===== config.mk =====
export PLATFORM = sky130hd
export DESIGN_NAME = cam_apb_regs
export DESIGN_NICKNAME = d
export VERILOG_FILES = /design/src/hdl/cam_pkg.sv /design/src/hdl/apb_pkg.sv /design/src/hdl/cam_apb_regs.sv
export SDC_FILE = /design/constraint.sdc
export NUM_CORES = 1
export LEC_CHECK = 0
export CORE_MARGIN = 3
export CORE_UTILIZATION = 30
export DETAILED_ROUTE_END_ITERATION = 6
export DONT_BUFFER_PORTS = 1
export GPL_TIMING_DRIVEN = 0
export PLACE_DENSITY_LB_ADDON = 0.08
export SETUP_SLACK_MARGIN = 0.1
export SLEW_MARGIN = 20
export SYNTH_ARGS = -nofsm -noshare
export SYNTH_HDL_FRONTEND = slang
export SYNTH_SLANG_ARGS = --single-unit

===== constraint.sdc =====
create_clock -name clock -period 3.4 [get_ports clock]
set_clock_uncertainty 0.15 [all_clocks]
set_input_delay 0.68 -clock clock [delete_from_list [all_inputs] [get_ports clock]]
set_output_delay 0.68 -clock clock [all_outputs]
set_load 0.01 [all_outputs]

===== src/hdl/cam_pkg.sv =====
`default_nettype none

package cam_pkg;

    localparam int PIXEL_BITS   = 10;
    localparam int WORD_BITS    = 32;
    localparam int FB_WORDS     = 256;
    localparam int FB_ADDR_BITS = 8;
    localparam int ACC_BITS     = 42;  // One partial word plus the widest pixel
    localparam int FILL_BITS    = 6;

    // Encoded as the pixel width in bits
    typedef enum logic [3:0] {
        FMT_GRAY4 = 4'd4,
        FMT_RGB8  = 4'd8,
        FMT_RGB10 = 4'd10
    } pixel_format_e;

    typedef struct packed {
        logic                  frame_valid;
        logic                  pixel_valid;
        logic [PIXEL_BITS-1:0] pixel;       // Narrow formats use the low bits
    } pixel_beat_t;

    typedef struct packed {
        logic                    we;
        logic [FB_ADDR_BITS-1:0] addr;
        logic [WORD_BITS-1:0]    data;
    } fb_write_t;

endpackage

`default_nettype wire


===== src/hdl/apb_pkg.sv =====
`default_nettype none

package apb_pkg;

    typedef struct packed {
        logic        psel;
        logic        penable;
        logic        pwrite;
        logic [11:0] paddr;
        logic [31:0] pwdata;
    } apb_req_t;

    typedef struct packed {
        logic        pready;
        logic        pslverr;
        logic [31:0] prdata;
    } apb_rsp_t;

    // Register map
    localparam logic [11:0] REG_CTRL   = 12'h000;  // [3:0] format, [4] enable
    localparam logic [11:0] REG_WORDS  = 12'h004;
    localparam logic [11:0] REG_FRAMES = 12'h008;
    localparam logic [11:0] FB_WINDOW  = 12'h400;

    typedef enum logic {
        APB_IDLE,
        APB_RAM_WAIT
    } apb_state_e;

endpackage

`default_nettype wire


===== src/hdl/cam_apb_regs.sv =====
`default_nettype none

module cam_apb_regs
    import cam_pkg::*;
    import apb_pkg::*;
(
    input  logic                    clock,
    input  logic                    rst,
    input  apb_req_t                apb_req,
    output apb_rsp_t                apb_rsp,
    output pixel_format_e           format,
    output logic                    enable,
    input  logic                    frame_done,
    input  logic [FB_ADDR_BITS:0]   frame_words,
    output logic [FB_ADDR_BITS-1:0] rd_addr,
    input  logic [WORD_BITS-1:0]    rd_data
);

    apb_state_e            state;
    logic                  pready_q;
    logic                  pslverr_q;
    logic [31:0]           prdata_q;
    logic [FB_ADDR_BITS:0] words_q;
    logic [15:0]           frames_q;

    logic                  setup;
    logic                  is_win;
    logic [11:0]           win_offset;
    logic [3:0]            wr_fmt;
    logic                  fmt_ok;
    logic                  wr_err;
    logic [31:0]           rd_val;
    logic                  rd_err;

    assign setup      = apb_req.psel && !apb_req.penable;
    assign is_win     = apb_req.paddr >= FB_WINDOW && apb_req.paddr < FB_WINDOW + 4 * FB_WORDS;
    assign win_offset = apb_req.paddr - FB_WINDOW;
    assign rd_addr    = win_offset[FB_ADDR_BITS+1:2];  // Word index, RAM read starts in setup

    assign wr_fmt = apb_req.pwdata[3:0];
    assign fmt_ok = wr_fmt == FMT_GRAY4 || wr_fmt == FMT_RGB8 || wr_fmt == FMT_RGB10;
    assign wr_err = apb_req.paddr != REG_CTRL || !fmt_ok;  // Only CTRL is writable

    always_comb begin
        rd_val = '0;
        rd_err = 1'b0;
        case (apb_req.paddr)
            REG_CTRL:   rd_val = {27'b0, enable, format};
            REG_WORDS:  rd_val = 32'(words_q);
            REG_FRAMES: rd_val = 32'(frames_q);
            default:    rd_err = 1'b1;
        endcase
    end

    always_ff @(posedge clock) begin
        if (rst) begin
            state     <= APB_IDLE;
            pready_q  <= 1'b0;
            pslverr_q <= 1'b0;
            format    <= FMT_RGB8;
            enable    <= 1'b0;
            words_q   <= '0;
            frames_q  <= '0;
        end else begin
            pready_q  <= 1'b0;
            pslverr_q <= 1'b0;

            if (frame_done) begin
                words_q  <= frame_words;
                frames_q <= frames_q + 1'b1;
            end

            case (state)
                APB_IDLE: begin
                    if (setup) begin
                        if (is_win && !apb_req.pwrite) begin
                            state <= APB_RAM_WAIT;
                        end else if (apb_req.pwrite) begin
                            pready_q  <= 1'b1;
                            pslverr_q <= wr_err;
                            if (!wr_err) begin
                                format <= pixel_format_e'(wr_fmt);
                                enable <= apb_req.pwdata[4];
                            end
                        end else begin
                            pready_q  <= 1'b1;
                            pslverr_q <= rd_err;
                        end
                    end
                end
                APB_RAM_WAIT: begin
                    pready_q <= 1'b1;  // RAM data is valid now
                    state    <= APB_IDLE;
                end
                default: state <= APB_IDLE;
            endcase
        end
    end

    always_ff @(posedge clock) begin
        if (state == APB_RAM_WAIT) begin
            prdata_q <= rd_data;
        end else if (setup) begin
            prdata_q <= rd_val;
        end
    end

    assign apb_rsp = '{pready: pready_q, pslverr: pslverr_q, prdata: prdata_q};

endmodule

`default_nettype wire


==> impl_summary.txt <==
----------------------------------------------------
[Layout]
  Synthesis-to-finish area growth ... 14.8%
  Final standard cell utilization of the core ... 0.356
  Total inserted antenna cells ... 0
  Fillers ... about 950
  Register Area ... roughly 1600 µm²
  Number of standard cells in the layout, taps in and fillers out ... about 400
  Number of nets at the end of the flow ... ~360
  Area of the multi-input gates ... between 1000 and 1500 µm²
  Layout cells sized above 1 ... 0.156

[Timing]
  Setup TNS Final ... 0 ps
  Tcrit/Tclk final ... 0.589
  Final setup violation count ... 0
  FMAX ... 0.500 GHz
  Min cycle time layout ... 2000 ps
  Pins Over Slew Limit ... 0
  Hold violation count in the final report ... 0
  Relative slew slack ... 0.654
  RSZ-0062 raised after global routing ... no
  Slew of the pin with the lowest slew margin ... roughly 520 ps

[GRT]
  Via count of the first global-routing pass ... a little under 2000
  Antenna violations before repair ... 0
  Largest net degree at the start of global routing ... 28
  Sum of overflow across all layers after global routing ... 0
  Combined global-route utilization of all metal layers ... 0.127
  Wire length of the first global-routing pass ... approximately 11000 µm

[Placed design]
  Routability-driven placement congestion ratio ... around 0.75
  Number of input and output port buffers inserted ... 0
  Number of instances in the placed design ... between 300 and 400
  HPWL after detailed placement ... 5050 µm

[Yosys]
  Area leader, netlist ... edfxtp_1
  Number of enable-type register cells in the synthesized netlist ... 32
  Post-synth net total ... 350
  Number of synthesized register bits ... 65
  Synth Instances ... approximately 260
  Number of distinct standard cells referenced by the synthesized netlist ... 43
  Avg Inst Size Synth ... roughly 11 µm²
  Post-synthesis instance area ... roughly 2900 µm²
  Portion of synthesized cell area occupied by the leading cell type ... 0.334
  Yosys synthesis warning count ... 0
  Proportion of synthesized chip area in sequential cells ... 0.563
  Most common cell in the synthesized netlist ... dfxtp_1
  Area contributors post-synth ... edfxtp_1 (33%), dfxtp_1 (23%), and2_1 (3.7%)
  Async set-reset flop share out of synthesis ... 0
  Commonest cells in the synthesized netlist ... dfxtp_1 (33), edfxtp_1 (32), nor2_1 (26)
  Main synth FF type ... dfxtp_1

[Drt]
  Number of design rule violations left after detail routing ... 0
  Total wirelength of the detailed-routed design ... 6730 µm
  Number of routed nets with antenna violations ... 0
  Top routing layer in use ... met4
  Detailed Routing Iterations Pass 1 ... 5
  Vias after detailed routing ... 1929
  Met2 Wirelength ... roughly 3000 µm
  First-iteration detailed-routing DRC count ... 60
  Routed vias/inst ... 4.77
  Met3 routed WL ... roughly 370 µm
  Routed met1 length ... 3140 µm
  Routed wire per std cell ... 16.7 µm

[Setup path]
  Data required time at the worst endpoint ... about 3400 ps
  R2R setup slack ... around 1600 ps
  CP Max Fanout ... 10
  Endpoint type of the worst setup path ... register
  Classification of the worst setup path ... input pin to register
  Launching element type of the critical path ... input pin
  Crit path arrival time ... 2030 ps

[Clock tree]
  Clock tree from TritonCTS ... yes
  Clock buffer depth ... 2
  Number of buffers inserted during clock tree synthesis ... 9
  Clk Tree Root Cell ... clkbuf_8
  CTS Hold Bufs ... 0
  Post-CTS Setup Repair Bufs ... 0
  CTS sink cnt ... between 60 and 70
  Clock-pin slew on the worst setup and hold paths ... roughly 70 ps
  Post-CTS sizing ... 0
  CTS H-tree depth ... 3
  Clock latency at the later pin of the worst-skew pair ... 340 ps

[Power]
  Final Power ... about 1.7 mW
  Leakage Power ... between 1 and 1.5 nW
  Max rail drop VDD ... 0.000230 V
  P per Cell Area ... between 500 and 600 nW/µm²

[Outcome]
  Run status ... complete, no violations

[Die]
  Core ar. ... 9280 µm²
  FP Rows ... 35
  Initial core utilization ... 0.310
  Number of placed I/O pins ... 138
  Die width ... around 100 µm
  Height of the die ... approximately 100 µm
  Die area ... 10800 µm²

[Hold path]
  Path type of the worst min-delay path ... register to register

[Job]
  Total of max-cap violations ... 0

----------------------------------------------------
-- cell type report --
type / count / area share
buffer: 25 / 0.0443
inverter: 1 / 0.00114
sequential: 65 / 0.491
clock inverter: 7 / 0.0360
timing repair buffer: 1 / 0.00606
multi-input combinational: 167 / 0.335
clock buffer: 9 / 0.0375
tap: 129 / 0.0488
-- worst max-delay path, cell delays in order --
cell	delay, ps
or4_1	600
nor4_4	270
buf_6	200
nand2_4	90
o21ai_0	180
-- report_power, final --
group / switching, mW / internal (mW)
combinational: 0.0455 / 0.0307
sequential: 0.0212 / 0.846
clock: 0.315 / 0.487
-- cells by family (layout without fill, tap and decap cells) --
family | after synthesis | in the layout | synth area share
buffers and inverters | 26 | 43 | 0.0522
flip-flops | 65 | 65 | 0.563
AND/OR/NAND/NOR | 94 | 94 | 0.186
adder cells (fa/ha/maj) | 1 | 1 | 0.00435
multiplexers | 12 | 12 | 0.0426
XOR/XNOR | 11 | 11 | 0.0335
AO/OA/AOI/OAI | 49 | 49 | 0.118
-- worst paths after layout --
| check | startpoint | end | depth (start not counted) |
|---|---|---|---|
| worst max-delay path | apb_req[37] | prdata_q[3] | 5 |
| worst max register to register | state | prdata_q[11] | 3 |
| worst min-delay path | frames_q[15] | frames_q[15] | 2 |
| worst min register to register | frames_q[15] | frames_q[15] | 2 |
-- stage by stage --
step / worst slack [ps] / hold slack, ps / area [µm²]
floorplan: 1170 / 308 / 2880
global placement: 741 / 321 / 3040
detailed placement: 1050 / 333 / 3060
CTS: 1390 / 326 / 3300
global route: 1270 / 332 / 3300
finish: 1400 / 339 / 3300
-- registers in the layout, indices dropped and copies added (netlist names) --
signal	cells
enable	1
words_q	9
format	4
state	1
pslverr_q	1
pready_q	1
frames_q	16
prdata_q	32
-- layout by cell type, fill, tap and decap left out, drive strengths merged, types with 2 or more instances in the layout --
master,n
mux2,2
or4,3
a21o,2
and3,4
a22oi,9
or3b,2
xor2,6
a32oi,5
a21oi,8
nor4,2
nor2,26
nand4,5
mux2i,10
dfxtp,33
nor3,3
edfxtp,32
nor2b,4
clkbuf,17
bufinv,3
and2,17
buf,18
nand3,8
or3,2
xnor2,5
a22o,7
nand2b,4
o21ai,15
nand2,9
and4,2
clkinv,3
-- per-layer routing --
| metal | GRT usage | vias up |
|---|---|---|
| li1 | - | 952 |
| met1 | 0.161 | 897 |
| met2 | 0.200 | 67 |
| met3 | 0.0391 | 13 |
| met4 | 0.0570 | 0 |
| met5 | 0 | - |
No activity file was read; power rests on OpenSTA's default activity.
