File: src/hdl/cam_pkg.sv
`default_nettype none

package cam_pkg;

    localparam int PIXEL_BITS   = 10;
    localparam int WORD_BITS    = 32;
    localparam int FB_WORDS     = 256;
    localparam int FB_ADDR_BITS = 8;
    localparam int ACC_BITS     = 42;  // One partial word plus the widest pixel
    localparam int FILL_BITS    = 6;

    // Encoded as the pixel width in bits
    typedef enum logic [3:0] {
        FMT_GRAY4 = 4'd4,
        FMT_RGB8  = 4'd8,
        FMT_RGB10 = 4'd10
    } pixel_format_e;

    typedef struct packed {
        logic                  frame_valid;
        logic                  pixel_valid;
        logic [PIXEL_BITS-1:0] pixel;       // Narrow formats use the low bits
    } pixel_beat_t;

    typedef struct packed {
        logic                    we;
        logic [FB_ADDR_BITS-1:0] addr;
        logic [WORD_BITS-1:0]    data;
    } fb_write_t;

endpackage

`default_nettype wire

File: src/hdl/pixel_packer.sv
`default_nettype none

module pixel_packer
    import cam_pkg::*;
(
    input  logic                  clock,
    input  logic                  rst,
    input  pixel_beat_t           cam,
    input  pixel_format_e         format,
    input  logic                  enable,
    output fb_write_t             fb_wr,
    output logic                  frame_done,
    output logic [FB_ADDR_BITS:0] frame_words
);

    logic                    in_frame;
    pixel_format_e           fmt_q;
    logic                    en_q;
    logic [ACC_BITS-1:0]     acc;
    logic [FILL_BITS-1:0]    fill;       // Valid bits at the low end of acc
    logic [FB_ADDR_BITS-1:0] wr_addr;
    logic [FB_ADDR_BITS:0]   word_cnt;

    logic                    wr_we;
    logic [FB_ADDR_BITS-1:0] wr_addr_q;
    logic [WORD_BITS-1:0]    wr_data;

    logic                    frame_start;
    logic                    frame_end;
    logic                    take;
    pixel_format_e           cur_fmt;
    logic [3:0]              width;
    logic [PIXEL_BITS-1:0]   pix_bits;
    logic [ACC_BITS-1:0]     acc_shift;
    logic [FILL_BITS-1:0]    fill_shift;
    logic                    word_full;
    logic [WORD_BITS-1:0]    full_word;
    logic [WORD_BITS-1:0]    tail_word;
    logic                    tail_pending;
    logic [FB_ADDR_BITS:0]   frame_total;

    assign frame_start = cam.frame_valid && !in_frame;
    assign frame_end   = in_frame && !cam.frame_valid;

    // First beat of a frame already uses the freshly sampled settings
    assign cur_fmt = frame_start ? format : fmt_q;
    assign take    = cam.frame_valid && cam.pixel_valid && (frame_start ? enable : en_q);
    assign width   = cur_fmt;

    assign pix_bits   = cam.pixel & ~({PIXEL_BITS{1'b1}} << width);
    assign acc_shift  = (acc << width) | ACC_BITS'(pix_bits);
    assign fill_shift = fill + FILL_BITS'(width);
    assign word_full  = fill_shift >= FILL_BITS'(WORD_BITS);

    // Oldest 32 bits sit just below the fill mark, anything above is stale
    assign full_word = WORD_BITS'(acc_shift >> (fill_shift - FILL_BITS'(WORD_BITS)));
    assign tail_word = WORD_BITS'(acc << (FILL_BITS'(WORD_BITS) - fill));  // Zero padded

    assign tail_pending = fill != '0;
    assign frame_total  = (tail_pending && word_cnt != FB_WORDS) ? word_cnt + 1'b1 : word_cnt;

    always_ff @(posedge clock) begin
        if (rst) begin
            in_frame    <= 1'b0;
            fmt_q       <= FMT_RGB8;
            en_q        <= 1'b0;
            fill        <= '0;
            wr_addr     <= '0;
            word_cnt    <= '0;
            wr_we       <= 1'b0;
            frame_done  <= 1'b0;
            frame_words <= '0;
        end else begin
            wr_we      <= 1'b0;
            frame_done <= 1'b0;
            in_frame   <= cam.frame_valid;

            if (frame_start) begin
                fmt_q <= format;
                en_q  <= enable;
            end

            if (take) begin
                if (word_full) begin
                    fill    <= fill_shift - FILL_BITS'(WORD_BITS);
                    wr_we   <= 1'b1;
                    wr_addr <= wr_addr + 1'b1;  // Wraps past FB_WORDS
                    if (word_cnt != FB_WORDS) begin
                        word_cnt <= word_cnt + 1'b1;
                    end
                end else begin
                    fill <= fill_shift;
                end
            end

            if (frame_end) begin
                wr_we      <= tail_pending;
                frame_done <= 1'b1;
                fill       <= '0;
                wr_addr    <= '0;
                word_cnt   <= '0;
                if (en_q) begin
                    frame_words <= frame_total;  // Disabled frames keep the old count
                end
            end
        end
    end

    always_ff @(posedge clock) begin
        if (take) begin
            acc <= acc_shift;
        end
        if (take && word_full) begin
            wr_data   <= full_word;
            wr_addr_q <= wr_addr;
        end else if (frame_end) begin
            wr_data   <= tail_word;
            wr_addr_q <= wr_addr;
        end
    end

    assign fb_wr = '{we: wr_we, addr: wr_addr_q, data: wr_data};

endmodule

`default_nettype wire

File: config.mk
export PLATFORM = sky130hd
export DESIGN_NAME = pixel_packer
export DESIGN_NICKNAME = d
export VERILOG_FILES = /design/src/hdl/cam_pkg.sv /design/src/hdl/pixel_packer.sv
export SDC_FILE = /design/constraint.sdc
export NUM_CORES = 1
export LEC_CHECK = 0
export BUFFER_PORTS_ARGS = -buffer_cell sky130_fd_sc_hd__buf_2
export CELL_PAD_IN_SITES_DETAIL_PLACEMENT = 0
export CELL_PAD_IN_SITES_GLOBAL_PLACEMENT = 1
export CORE_UTILIZATION = 46
export CTS_CLUSTER_SIZE = 30
export DETAILED_ROUTE_END_ITERATION = 16
export GPL_ROUTABILITY_DRIVEN = 0
export PLACE_DENSITY_LB_ADDON = 0.05
export REMOVE_ABC_BUFFERS = 1
export SETUP_SLACK_MARGIN = 0.2
export SLEW_MARGIN = 20
export SYNTH_ARGS = -nofsm -noshare
export SYNTH_HDL_FRONTEND = slang
export SYNTH_SLANG_ARGS = --single-unit
File: constraint.sdc
create_clock -name clock -period 5.45 [get_ports clock]
set_input_delay 0.2725 -clock clock [delete_from_list [all_inputs] [get_ports clock]]
set_output_delay 0.2725 -clock clock [all_outputs]
set_load 0.005 [all_outputs]
==> run summary <==
The run finished with clean final reports. The HPWL after detailed placement came out at 33.34 mm. The fraction of final layout cells with drive strength greater than 1 is 17.62%.

In this run the clock root is driven by a clkbuf_16. Setup repair after global routing left no endpoint under its margin. The post-layout instance area came out at 12,920 um2.

The overall power of the completed layout is 3.722 mW. The cell type of the slowest stage on the worst timing path is nor4_1. Counting the buffers created by CTS gives 17. The per-instance average area after synthesis came out at 8.471 um2.

In this run the power density over the cells is 288.0 nW/um2. The largest fanout on the critical path is 56. Across the routed clock network, the largest skew measured is 0.02095 ns. Synthesis produced a netlist whose cell count is 1,377. The number of instances resized during post-cts repair came out at 0.

The maximum root-to-sink buffer count came out at 2. The post-layout instance count excluding filler cells is 1,726. The worst-case register-to-register setup slack came out at 0.45 ns. The total of max-cap violations came out at 0.

The class of the tightest hold or removal check is input port to flip-flop. The count of buffering cells on the critical path with inverters included came out at 2. Tracing the worst setup path back leads to its startpoint at in_frame. The number of pins with negative max-slew slack in the final report came to 0. In this run the horizontal extent of the chip is 161.2 um. The number of warnings printed during yosys synthesis is 0. The overall via count from detail_route came out at 11.99k. Headroom to the max-slew limit came out at 17.77%.

In this run the critical register-to-register path is captured at wr_data[4]. The mean routed wirelength per cell came out at 25.90 um. The most numerous cell type found on the critical path is buf_4. The worst hold path startpoint is enable. In this design, the largest share of critical-path delay is due to simple AND/OR/NAND/NOR gates.

The remaining antenna violation count came out at 0. The worst-case setup margin in the final layout came out at 0.4513 ns. The number of buffers inserted by post-CTS setup repair is 0. The required time of the critical path is 5.75 ns. In the finished design, the share of the clock period the worst path needs comes to 91.72%. The final layout contains routed wiring with a total length of 44.70 mm.

The die is 161.2 um tall. The number of endpoints failing setup at the final stage is 0. The insertion delay to the later sink of the worst-skew pair came out at 0.45 ns. The final hold violation count came to 0.

After the last flow step, the layout net total stands at 1,417. Global routing consumed, over all layers together, 34.45% of the routing resources. The post-layout minimum cycle time is 4.999 ns. The wire length of the first global-routing pass came out at 67.86 mm. The number of cells on the worst reg-to-reg path is 12. The number of placed instances, taps included, is 1,694. The port buffer count came out at 69. The share of the yosys chip area belonging to registers is 27.97%.

The number of fill cells is 2,372. The initial antenna violation count came out at 0. The launch instance of the worst register-to-register path is in_frame. Global routing finished with a remaining overflow of 0. The antenna diode instance count is 0. The critical path goes through nand2b_2 -> mux2i_4 -> buf_4 -> buf_4 -> a2111oi_0 -> nor4_1 -> o22ai_1 -> nor2_1 -> mux2i_1 -> mux2_2 -> a21oi_1 -> a221o_1.

The total number of H-tree levels is 4. The area growth from synthesis to layout is 10.79%. The first-pass detailed-route iteration total came out at 9. The violation count after the first detailed-route iteration is 1,887. After detailed placement, the total cell area comes to 12,330 um2.

The peak supply drop is 0.1889 mV. The placeable core region came out at 24,600 um2. For this design the top-level I/O count stands at 70. The synthesized design contains 82 enable-type register cells. The arrival time of data at the critical path endpoint came out at 5.30 ns. The flip-flop cell with the highest count after synthesis is edfxtp_1. After detailed routing, the number of vias per cell comes to 6.946. The number of global-route vias before repair came out at 10.92k.

The actual transition at the worst max-transition pin came out at 1.222 ns. The total number of placement rows came out at 57. The post-synthesis cell type count is 77. After clock tree synthesis, the clock-pin slew on the worst setup and hold paths is 0.06 ns. Counting every sink on the clock net gives 122. The category of the worst setup path launch point is a flip-flop. The hold buffer count at cts came out at 0. The leakage component of the power is 4.841 nW.

The path with the worst hold slack has its endpoint at en_q. The final routed DRC violation total is 0. The cell area after synthesis is 11,660 um2. The maximum single-stage delay on the critical path came out at 0.97 ns. The CTS tree is yes. The fraction of synthesis flops using an asynchronous set or reset pin came out at 0%.

The flip-flop and latch count after synthesis is 122. Timing would allow up to 200.1 MHz. Entering global routing, the biggest net connects 71 pins. The placement-stage worst setup slack came out at 0.5966 ns.

Along the worst hold path, the cell count comes to 3. The die area is 26,000 um2. Final hold analysis gives a worst-case slack of 0.09055 ns. The critical path start-end classification is flip-flop to flip-flop.

STA classifies the critical path endpoint as a flip-flop. The effective utilization at floorplan is 47.41%.
==> layer usage <==
layer | global-route usage, % | routed length, um | up-vias
li1 | - | - | 5452
met1 | 46.33 | 17970 | 5663
met2 | 52.21 | 19930 | 731
met3 | 9.168 | 4957 | 143
met4 | 14.32 | 1839 | 0
met5 | 0 | 0 | -
==> cells in the final DEF, fill, tap and decap left out, types with 6 or more instances in the layout <==
master | netlist | final
nand4_1 | 11 | 11
nor4_1 | 32 | 32
a32oi_1 | 12 | 12
nand2_1 | 137 | 136
o211ai_1 | 28 | 28
clkbuf_16 | 0 | 18
xnor2_1 | 13 | 10
nor3_1 | 25 | 25
mux4_2 | 32 | 32
ha_1 | 9 | 9
nand3_1 | 17 | 17
a22oi_1 | 11 | 11
a21oi_1 | 69 | 69
inv_1 | 66 | 66
edfxtp_1 | 82 | 82
a211oi_1 | 74 | 74
inv_2 | 8 | 8
o211a_1 | 7 | 7
mux2i_1 | 85 | 83
xor2_1 | 20 | 18
a311oi_1 | 6 | 6
buf_4 | 2 | 56
nor2_1 | 138 | 138
a2111oi_0 | 104 | 104
o41ai_1 | 9 | 9
o22ai_1 | 21 | 21
and3_1 | 8 | 8
o21ai_0 | 42 | 42
mux2_2 | 27 | 27
buf_2 | 31 | 69
inv_6 | 0 | 6
nand2b_1 | 16 | 15
dfxtp_1 | 40 | 39
o31ai_1 | 7 | 7
a211o_1 | 8 | 8
==> per-stage QoR <==
step | util [%] | setup TNS [ns]
finish | 52.52 | 0
global route | 52.52 | 0
CTS | 52.52 | 0
detailed placement | 50.13 | 0
global placement | 50.13 | 0
floorplan | - | -183.60
==> layout make-up <==
class / instances / area [um2] / share of cell area (%)
inverter: 74 / 277.8 / 2.149
sequential: 122 / 3264 / 25.26
tap: 324 / 405.4 / 3.137
clock buffer: 18 / 450.4 / 3.485
clock inverter: 14 / 138.9 / 1.075
multi-input combinational: 1048 / 7601 / 58.82
timing repair buffer: 126 / 785.8 / 6.080
==> cells in the mapped netlist, types with 32 or more instances <==
| library cell | number | area share [%] |
|---|---|---|
| a2111oi_0 | 104 | 7.8 |
| a211oi_1 | 74 | 4.8 |
| a21oi_1 | 69 | 3.0 |
| clkbuf_1 | 81 | 2.6 |
| dfxtp_1 | 40 | 6.9 |
| edfxtp_1 | 82 | 21 |
| inv_1 | 66 | 2.1 |
| mux2i_1 | 85 | 7.3 |
| mux4_2 | 32 | 6.2 |
| nand2_1 | 137 | 4.4 |
| nor2_1 | 138 | 4.4 |
| nor4_1 | 32 | 1.7 |
| o21ai_0 | 42 | 1.8 |
==> kinds of logic after synthesis <==
family,synth area share [%]
fa+ha+maj,0.9654
compound gates,29.20
simple gates,15.42
xor+xnor,2.478
buf+inv,7.444
mux,16.52
flops,27.97
==> worst min-delay path, stage by stage <==
cell and delay [ns]:
buf_2 0.11, nand2_1 0.05, a21oi_1 0.05
==> flip-flops by register name, summed over array words and instances, names as in the netlist, 4 cells and up <==
| signal | cells |
|---|---|
| wr_addr | 8 |
| fmt_q | 4 |
| acc | 42 |
| frame_words | 9 |
| fill | 6 |
| wr_data | 32 |
| word_cnt | 9 |
| wr_addr_q | 8 |
==> worst max path at each step <==
stage | to | cells past startpoint
after floorplan | wr_data[19] | 10
after global placement | wr_data[13] | 12
after detailed placement | wr_data[20] | 12
after CTS | wr_data[4] | 12
after global routing | wr_data[15] | 12
final | wr_data[4] | 12
==> report_power, final <==
part / total, mW / internal (mW) / switching [mW]
sequential: 1.07 / 1.03 / 0.0388
combinational: 1.47 / 0.495 / 0.979
clock: 1.17 / 0.637 / 0.538
Power figures use the tool's default switching activity.
